<file path="config.mk">
export PLATFORM = sky130hd
export DESIGN_NAME = preproc_top
export DESIGN_NICKNAME = d
export VERILOG_FILES = /design/src/hw/fp16_pkg.sv /design/src/hw/stream_pkg.sv /design/src/hw/stream_if.sv /design/src/hw/row_sequencer.sv /design/src/hw/position_counter.sv /design/src/hw/gauss_row_filter.sv /design/src/hw/polarity_combiner.sv /design/src/hw/preproc_top.sv
export VERILOG_INCLUDE_DIRS = /design/src /design/src/hw
export SDC_FILE = /design/constraint.sdc
export NUM_CORES = 2
export LEC_CHECK = 0
export ABC_AREA = 1
export BUFFER_PORTS_ARGS = -buffer_cell sky130_fd_sc_hd__buf_2
export CAP_MARGIN = 20
export CORE_ASPECT_RATIO = 0.5
export CORE_MARGIN = 5
export CORE_UTILIZATION = 35
export DETAILED_ROUTE_END_ITERATION = 6
export GPL_TIMING_DRIVEN = 0
export SLEW_MARGIN = 20
export SYNTH_ARGS = -nofsm -noshare
export SYNTH_HDL_FRONTEND = slang
export SYNTH_SLANG_ARGS = --single-unit
</file>
<file path="constraint.sdc">
create_clock -name clk_i -period 13.9 [get_ports clk_i]
set_input_delay 2.085 -clock clk_i [delete_from_list [all_inputs] [get_ports clk_i]]
set_output_delay 2.085 -clock clk_i [all_outputs]
set_load 0.005 [all_outputs]
</file>
<file path="src/hw/dfdd_cfg.svh">
// image geometry macros
// signed fixed-point format used by the exact arithmetic
`ifndef DFDD_CFG_SVH
`define DFDD_CFG_SVH

// pixels per row, at least 3
`define DFDD_IMAGE_WIDTH 8
`define DFDD_IMAGE_HEIGHT 4
`define DFDD_POS_WIDTH 16

// fp16 lsb is 2^-24, plus 4 bits for the gaussian and 1 for halving
`define DFDD_FIX_WIDTH 50
`define DFDD_FIX_FRAC 28

`endif

</file>
<file path="src/hw/fp16_pkg.sv">
// fp16 word union with raw and field views
// signed fixed-point type
// exact fp16 to fixed conversion
// fixed to fp16 conversion with truncate, flush and saturate
`include "dfdd_cfg.svh"

package fp16_pkg;

    typedef union packed {
        logic [15:0] bits;
        struct packed {
            logic       sign;
            logic [4:0] exp;
            logic [9:0] frac;
        } f;
    } fp16_t;

    typedef logic signed [`DFDD_FIX_WIDTH-1:0] fix_t;

    // exponent 0 decodes as zero
    function automatic fix_t fp16_to_fix(fp16_t w);
        fix_t mag;
        mag = '0;
        if (w.f.exp != 5'd0) begin
            mag = fix_t'({1'b1, w.f.frac}) << (int'(w.f.exp) + `DFDD_FIX_FRAC - 25);
        end
        return w.f.sign ? -mag : mag;
    endfunction

    function automatic fp16_t fix_to_fp16(fix_t v);
        logic [`DFDD_FIX_WIDTH-1:0] mag;
        int msb;
        fp16_t w;
        mag = (v < 0) ? -v : v;
        msb = 0;
        w.bits = 16'h0000;
        for (int i = 0; i < `DFDD_FIX_WIDTH; i++) begin
            if (mag[i]) begin
                msb = i;
            end
        end
        // below 2^-14 stays +0
        if (msb >= `DFDD_FIX_FRAC - 14) begin
            w.f.sign = v[`DFDD_FIX_WIDTH-1];
            if (msb >= `DFDD_FIX_FRAC + 16) begin
                // clamp to 65504
                w.f.exp  = 5'd30;
                w.f.frac = 10'h3ff;
            end else begin
                w.f.exp  = 5'(msb - `DFDD_FIX_FRAC + 15);
                w.f.frac = 10'(mag >> (msb - 10));
            end
        end
        return w;
    endfunction

endpackage

</file>
<file path="src/hw/stream_pkg.sv">
// row state encoding
// pixel position type
`include "dfdd_cfg.svh"

package stream_pkg;

    typedef enum logic [1:0] {
        FILL,
        RUN,
        FLUSH1,
        FLUSH2
    } row_state_e;

    typedef logic [`DFDD_POS_WIDTH-1:0] pos_t;

endpackage

</file>
<file path="src/hw/stream_if.sv">
// win_ctrl_if: window controls and output position for the gaussian
// stage_if: filtered pixel pair between gaussian and combiner
`timescale 1ns/1ps

interface win_ctrl_if;
    import stream_pkg::*;

    logic load;
    logic shift;
    logic flush;
    logic emit;
    pos_t out_col;
    pos_t out_row;

    modport sequencer (output load, output shift, output flush, output emit);
    modport counter (input emit, output out_col, output out_row);
    modport filter (
        input load,
        input shift,
        input flush,
        input emit,
        input out_col,
        input out_row
    );
endinterface

interface stage_if;
    import fp16_pkg::*;
    import stream_pkg::*;

    fp16_t plus;
    fp16_t minus;
    pos_t  col;
    pos_t  row;
    logic  valid;

    modport source (output plus, output minus, output col, output row, output valid);
    modport sink (input plus, input minus, input col, input row, input valid);
endinterface

</file>
<file path="src/hw/row_sequencer.sv">
// per-row FSM: fill, run, two flush cycles
// drives the window load/shift/flush and emit controls
`timescale 1ns/1ps
`include "dfdd_cfg.svh"

module row_sequencer (
    input  logic                clk_i,
    input  logic                rst_i,
    input  logic                valid_i,
    input  stream_pkg::pos_t    col_i,
    win_ctrl_if.sequencer       ctrl
);
    import stream_pkg::*;

    row_state_e state_q;
    row_state_e state_d;

    always_comb begin
        state_d    = state_q;
        ctrl.load  = 1'b0;
        ctrl.shift = 1'b0;
        ctrl.flush = 1'b0;
        ctrl.emit  = 1'b0;
        case (state_q)
            FILL: begin
                if (valid_i) begin
                    if (col_i == '0) begin
                        ctrl.load = 1'b1;
                    end else begin
                        // column 1, window not yet centered
                        ctrl.shift = 1'b1;
                        state_d    = RUN;
                    end
                end
            end
            RUN: begin
                if (valid_i) begin
                    ctrl.shift = 1'b1;
                    ctrl.emit  = 1'b1;
                    if (col_i == pos_t'(`DFDD_IMAGE_WIDTH - 1)) begin
                        state_d = FLUSH1;
                    end
                end
            end
            FLUSH1: begin
                ctrl.flush = 1'b1;
                ctrl.emit  = 1'b1;
                state_d    = FLUSH2;
            end
            FLUSH2: begin
                ctrl.flush = 1'b1;
                ctrl.emit  = 1'b1;
                state_d    = FILL;
            end
            default: state_d = FILL;
        endcase
    end

    always_ff @(posedge clk_i) begin
        if (rst_i) begin
            state_q <= FILL;
        end else begin
            state_q <= state_d;
        end
    end

endmodule

</file>
<file path="src/hw/position_counter.sv">
// input column counter for the next sampled pixel
// output column/row counter for the next emitted center
`timescale 1ns/1ps
`include "dfdd_cfg.svh"

module position_counter (
    input  logic             clk_i,
    input  logic             rst_i,
    input  logic             valid_i,
    output stream_pkg::pos_t col_o,
    win_ctrl_if.counter      ctrl
);
    import stream_pkg::*;

    localparam pos_t LAST_COL = pos_t'(`DFDD_IMAGE_WIDTH - 1);
    localparam pos_t LAST_ROW = pos_t'(`DFDD_IMAGE_HEIGHT - 1);

    pos_t in_col_q;
    pos_t out_col_q;
    pos_t out_row_q;

    always_ff @(posedge clk_i) begin
        if (rst_i) begin
            in_col_q <= '0;
        end else if (valid_i) begin
            in_col_q <= (in_col_q == LAST_COL) ? '0 : in_col_q + 1'b1;
        end
    end

    always_ff @(posedge clk_i) begin
        if (rst_i) begin
            out_col_q <= '0;
            out_row_q <= '0;
        end else if (ctrl.emit) begin
            if (out_col_q == LAST_COL) begin
                out_col_q <= '0;
                out_row_q <= (out_row_q == LAST_ROW) ? '0 : out_row_q + 1'b1;
            end else begin
                out_col_q <= out_col_q + 1'b1;
            end
        end
    end

    assign col_o        = in_col_q;
    assign ctrl.out_col = out_col_q;
    assign ctrl.out_row = out_row_q;

endmodule

</file>
<file path="src/hw/gauss_row_filter.sv">
// 5-entry pixel windows for the plus and minus streams
// edge replication via load and flush
// exact (1,4,6,4,1)/16 weighting, one rounding to fp16
`timescale 1ns/1ps

module gauss_row_filter (
    input  logic            clk_i,
    input  logic            rst_i,
    input  fp16_pkg::fp16_t rho_plus_i,
    input  fp16_pkg::fp16_t rho_minus_i,
    win_ctrl_if.filter      ctrl,
    stage_if.source         out
);
    import fp16_pkg::*;
    import stream_pkg::*;

    // index 0 is rho plus, index 1 is rho minus
    fp16_t pix_w [2];
    fp16_t win_q [2][5];
    fix_t  sum_w [2];

    logic emit_q;
    pos_t col_q;
    pos_t row_q;

    assign pix_w[0] = rho_plus_i;
    assign pix_w[1] = rho_minus_i;

    ////////////////////////////////////////
    // windows

    always_ff @(posedge clk_i) begin
        for (int s = 0; s < 2; s++) begin
            if (ctrl.load) begin
                for (int k = 0; k < 5; k++) begin
                    win_q[s][k] <= pix_w[s];
                end
            end else if (ctrl.shift || ctrl.flush) begin
                for (int k = 0; k < 4; k++) begin
                    win_q[s][k] <= win_q[s][k+1];
                end
                // flush keeps the newest entry in place
                if (ctrl.shift) begin
                    win_q[s][4] <= pix_w[s];
                end
            end
        end
    end

    ////////////////////////////////////////
    // weighting, one cycle behind emit

    always_comb begin
        for (int s = 0; s < 2; s++) begin
            sum_w[s] = fp16_to_fix(win_q[s][0]) + fp16_to_fix(win_q[s][4])
                     + fix_t'(4) * (fp16_to_fix(win_q[s][1]) + fp16_to_fix(win_q[s][3]))
                     + fix_t'(6) * fp16_to_fix(win_q[s][2]);
        end
    end

    always_ff @(posedge clk_i) begin
        if (ctrl.emit) begin
            col_q <= ctrl.out_col;
            row_q <= ctrl.out_row;
        end
        if (emit_q) begin
            // sums are multiples of 16 lsb, so the shift is exact
            out.plus  <= fix_to_fp16(sum_w[0] >>> 4);
            out.minus <= fix_to_fp16(sum_w[1] >>> 4);
            out.col   <= col_q;
            out.row   <= row_q;
        end
    end

    always_ff @(posedge clk_i) begin
        if (rst_i) begin
            emit_q    <= 1'b0;
            out.valid <= 1'b0;
        end else begin
            emit_q    <= ctrl.emit;
            out.valid <= emit_q;
        end
    end

endmodule

</file>
<file path="src/hw/polarity_combiner.sv">
// I_A = (plus + minus) / 2 and I_T = (plus - minus) / 2
// exact in fixed point, one rounding to fp16, registered outputs
`timescale 1ns/1ps

module polarity_combiner (
    input  logic             clk_i,
    input  logic             rst_i,
    stage_if.sink            in,
    output fp16_pkg::fp16_t  i_a_o,
    output fp16_pkg::fp16_t  i_t_o,
    output stream_pkg::pos_t col_o,
    output stream_pkg::pos_t row_o,
    output logic             valid_o
);
    import fp16_pkg::*;

    fp16_t neg_minus_w;
    fix_t  sum_w;
    fix_t  diff_w;

    always_comb begin
        // negate through the sign field
        neg_minus_w        = in.minus;
        neg_minus_w.f.sign = ~in.minus.f.sign;
        sum_w  = fp16_to_fix(in.plus) + fp16_to_fix(in.minus);
        diff_w = fp16_to_fix(in.plus) + fp16_to_fix(neg_minus_w);
    end

    always_ff @(posedge clk_i) begin
        if (in.valid) begin
            i_a_o <= fix_to_fp16(sum_w >>> 1);
            i_t_o <= fix_to_fp16(diff_w >>> 1);
            col_o <= in.col;
            row_o <= in.row;
        end
    end

    always_ff @(posedge clk_i) begin
        if (rst_i) begin
            valid_o <= 1'b0;
        end else begin
            valid_o <= in.valid;
        end
    end

endmodule

</file>
<file path="src/hw/preproc_top.sv">
// single-row fp16 preprocessing front end
// row FSM, position counters, gaussian windows, polarity combiner
`timescale 1ns/1ps

module preproc_top (
    input  logic        clk_i,
    input  logic        rst_i,
    input  logic        valid_i,
    input  logic [15:0] rho_plus_i,
    input  logic [15:0] rho_minus_i,
    output logic [15:0] i_a_o,
    output logic [15:0] i_t_o,
    output logic [15:0] col_o,
    output logic [15:0] row_o,
    output logic        valid_o
);
    import stream_pkg::*;

    pos_t in_col_w;

    win_ctrl_if ctrl_if ();
    stage_if    gauss_if ();

    row_sequencer u_sequencer (
        .clk_i  (clk_i),
        .rst_i  (rst_i),
        .valid_i(valid_i),
        .col_i  (in_col_w),
        .ctrl   (ctrl_if)
    );

    position_counter u_position (
        .clk_i  (clk_i),
        .rst_i  (rst_i),
        .valid_i(valid_i),
        .col_o  (in_col_w),
        .ctrl   (ctrl_if)
    );

    gauss_row_filter u_gauss (
        .clk_i      (clk_i),
        .rst_i      (rst_i),
        .rho_plus_i (rho_plus_i),
        .rho_minus_i(rho_minus_i),
        .ctrl       (ctrl_if),
        .out        (gauss_if)
    );

    polarity_combiner u_combiner (
        .clk_i  (clk_i),
        .rst_i  (rst_i),
        .in     (gauss_if),
        .i_a_o  (i_a_o),
        .i_t_o  (i_t_o),
        .col_o  (col_o),
        .row_o  (row_o),
        .valid_o(valid_o)
    );

endmodule

</file>
==> impl_metrics.py <==
metrics = {
    "run_status": {
        "outcome": "finished with violations",
        "violations": "DRC, setup timing",
    },
    "setup_path": {
        "worst_setup_path_end_kind": "register",
        "r2r_start": "u_gauss.win_q[1][28]",
        "path_depth": 115,
        "crit_path_top_delay_cell": "fa_1",
        "reg2reg_depth": 115,
        "critPathTopFamily": "simple AND/OR/NAND/NOR gates",
        "slowest_delay_ns": 0.56,
        "critical_path.max_fanout": 6,
        "path_class": "register to register",
        "r2r_slack_ns": -0.91,
        "cp_common_cell": "buf_4",
        "cp_num_buf_inv": 32,
        "cp_data_arrival_time_ns": 15.33,
        "cp.required_ns": 14.41,
        "reg2reg_to": "u_gauss.out.minus[2]",
        "start_kind": "register",
    },
    "global_routing": {
        "grt-ovfl-total": 0,
        "grt_pass1_vias": 93000,
        "grt_max_degree": 52,
        "grt_usage_pct": 26.6,
        "antenna_found_initial": 6,
        "grt_pass1_wl_um": 552000,
    },
    "route": {
        "drt-total-wl_um": 370000,
        "drt_iter0_markers": 10900,
        "drtPass1Iterations": 7,
        "route.detailed.drc": 10,
        "ant_nets": 0,
        "wl_per_cell_um": 20.0,
        "viasPerCell": 5.49,
        "vias": 101000,
    },
    "cells_and_area": {
        "fillers": 26300,
        "fin_nets": 15900,
        "drive_gt1_share_pct": 16.6,
        "top_register": "u_gauss.win_q",
        "utilization_pct": 42.5,
        "area_delta_synth_final_pct": 20.6,
        "fin_area_um2": 105000,
        "largest_register_ffs": 160,
    },
    "clock_tree": {
        "cts.sinks": 373,
        "numCtsBuffers": 41,
        "clk_pin_slew_ns": 0.10,
        "clockBufferDepth": 3,
        "htree_levels": 2,
        "clk_latency_ns": 0.68,
        "cts_root_buffer": "clkbuf_16",
        "cts_tree": "built",
        "hold_buffers": 0,
    },
    "timing": {
        "setup_violations": 16,
        "fmaxAchievable_mhz": 67.5,
        "hold_viol": 0,
        "worst_pin_slew_ns": 1.07,
        "finalCritPeriodShare_pct": 107,
        "relSlewSlack_pct": 28.3,
        "drv_slew": 0,
        "skew_ns": 0.0600,
        "rsz0062_at_grt": "yes",
        "fin_ws_ns": -0.912,
        "setup_tns_ns": -11.57,
        "final.min_clock_period_ns": 14.81,
    },
    "worst_hold_path": {
        "hold_end": "u_gauss.out.row[5]",
        "hold_depth": 0,
        "min_path_type": "register to register",
        "worstHoldStart": "u_gauss.row_q[5]",
    },
    "logic_synthesis": {
        "yosysWarnings": 0,
        "yosys.area_share.simple_pct": 42.4,
        "seq_area_frac_synth_pct": 12.2,
        "syn-cell-area_um2": 87400,
        "ys.flop_type": "edfxtp_1",
        "syn_nets": 15300,
        "synth.mux.area_fraction_pct": 0,
        "synth_top_family_by_area": "simple AND/OR/NAND/NOR gates",
        "ys_ff_latch": 373,
        "ys_types": 101,
        "async_flop_share_pct": 0,
        "syn_area_per_cell_um2": 6.04,
        "synth_edf_count": 320,
        "yosys.area_share.adder_pct": 12.8,
        "synthCells": 14500,
        "synth_compound_area_share_pct": 11.1,
        "synth_xor_area_share_pct": 11.3,
    },
    "die": {
        "ioPinCount": 100,
        "core_um2": 248000,
        "die_h_um": 363,
        "rows": 129,
        "dieArea_um2": 260000,
        "die_w_um": 717,
        "start_util_pct": 35.3,
    },
    "placement": {
        "port_buffers": 97,
        "hpwl_um": 301000,
        "placed_cell_area_um2": 92300,
        "dpl_worst_slack_ns": -4.04,
        "gp_congestion": 1.01,
    },
    "run": {
        "max-cap-violations": 0,
    },
}
## worst max-delay path by stage
| stage | start | to |
|---|---|---|
| after global placement | u_gauss.win_q[1][42] | u_gauss.out.minus[3] |
| after detailed placement | u_gauss.win_q[1][42] | u_gauss.out.minus[5] |
| after global routing | u_gauss.win_q[1][58] | u_gauss.out.minus[2] |
| after CTS | u_gauss.win_q[1][28] | u_gauss.out.minus[6] |
| final | u_gauss.win_q[1][28] | u_gauss.out.minus[2] |
| after floorplan | u_gauss.win_q[1][58] | u_gauss.out.minus[6] |
## worst reg2reg max path: cells and delay by family, from the launching register on
family	cells	cell delay [ns]
adders and majority gates	8	2.30
xor gates and xnor gates	3	0.52
DFF	1	0.43
and+or+nand+nor	49	4.59
AOI/OAI and AO/OA	23	3.20
buffers and inverters	32	3.63
## per-stage QoR
stage	hold slack, ns	instances
after floorplan	0.400	14500
after global placement	0.401	17900
after detailed placement	0.405	17900
after CTS	0.394	18300
after global routing	0.406	18500
final	0.393	18500
## cell type report
class	instances	area [µm²]	area share, %
clock inverters	27	294	0.279
multi-input cells	12000	75000	71.2
clock buffers	47	1050	0.995
inverters	1597	6100	5.79
well taps	3340	4180	3.96
repair buffers	593	4910	4.65
diodes	2	5.00	0.00475
flip-flops and latches	373	10700	10.1
plain buffers	492	3190	3.03
## synthesized netlist by cell type (all sizes together), types with 308 or more instances
cell type | instances | area share [%]
nand2 | 3988 | 17
nand4 | 318 | 2.3
nor2 | 1453 | 6.9
edfxtp | 320 | 11
nand3 | 2221 | 13
xor2 | 782 | 7.9
inv | 1558 | 6.7
o21ai | 724 | 4.2
clkbuf | 308 | 1.9
a21oi | 656 | 3.8
ha | 582 | 8.3
xnor2 | 339 | 3.4
## metal layers
| metal | part of all wire, % | vias up | wire length [µm] | global-route usage, % |
|---|---|---|---|---|
| met3 | 6.9 | 715 | 25700 | 2.91 |
| met1 | 44 | 47400 | 165000 | 36.8 |
| li1 | - | 49100 | - | - |
| met4 | 4.5 | 4 | 16500 | 9.53 |
| met2 | 44 | 4138 | 163000 | 42.8 |
| met5 | 0.0076 | - | 28 | 0 |
## kinds of logic after synthesis
group	Yosys count
fa+ha+maj	778
simple gates	8360
buf+inv	2096
compound gates	1736
xor+xnor	1121
flops	373
## cell usage in the layout, fill, tap and decap left out, types with 30 or more instances in the layout
master and n:
nor2_2 96, o31ai_1 50, ha_4 65, nand2_2 294, nand3_2 289, clkbuf_8 43
nand3b_1 36, inv_2 126, nor4_1 58, nand3_1 1870, xor2_2 81, xnor2_2 30
edfxtp_1 320, buf_6 43, nor2_1 1220, nor2_4 135, buf_4 460, xnor2_1 305
nand2_1 3610, o21ai_0 581, nand3_4 62, ha_1 499, nand4_1 315, buf_2 147
inv_1 1411, buf_1 68, nor3_2 39, fa_1 182, dfxtp_1 51, a21oi_2 66
o21ai_2 50, nor3_1 149, o21ai_1 87, clkbuf_1 216, nand2_4 77, o21a_1 30
clkbuf_16 54, a21oi_1 561, xor2_1 689, a31oi_1 88
## repair_timing
item                                   CTS  global route
endpoints found under the hold margin    0             0
gates cloned                            10            11
resized for setup                      862           945
setup endpoints to repair               32            58
setup buffers                          323           152
pin swaps                              296           460
Power is left out: the tool's default activity adds up to more than one toggle a clock period on the data nets, which glitch-free logic cannot reach.
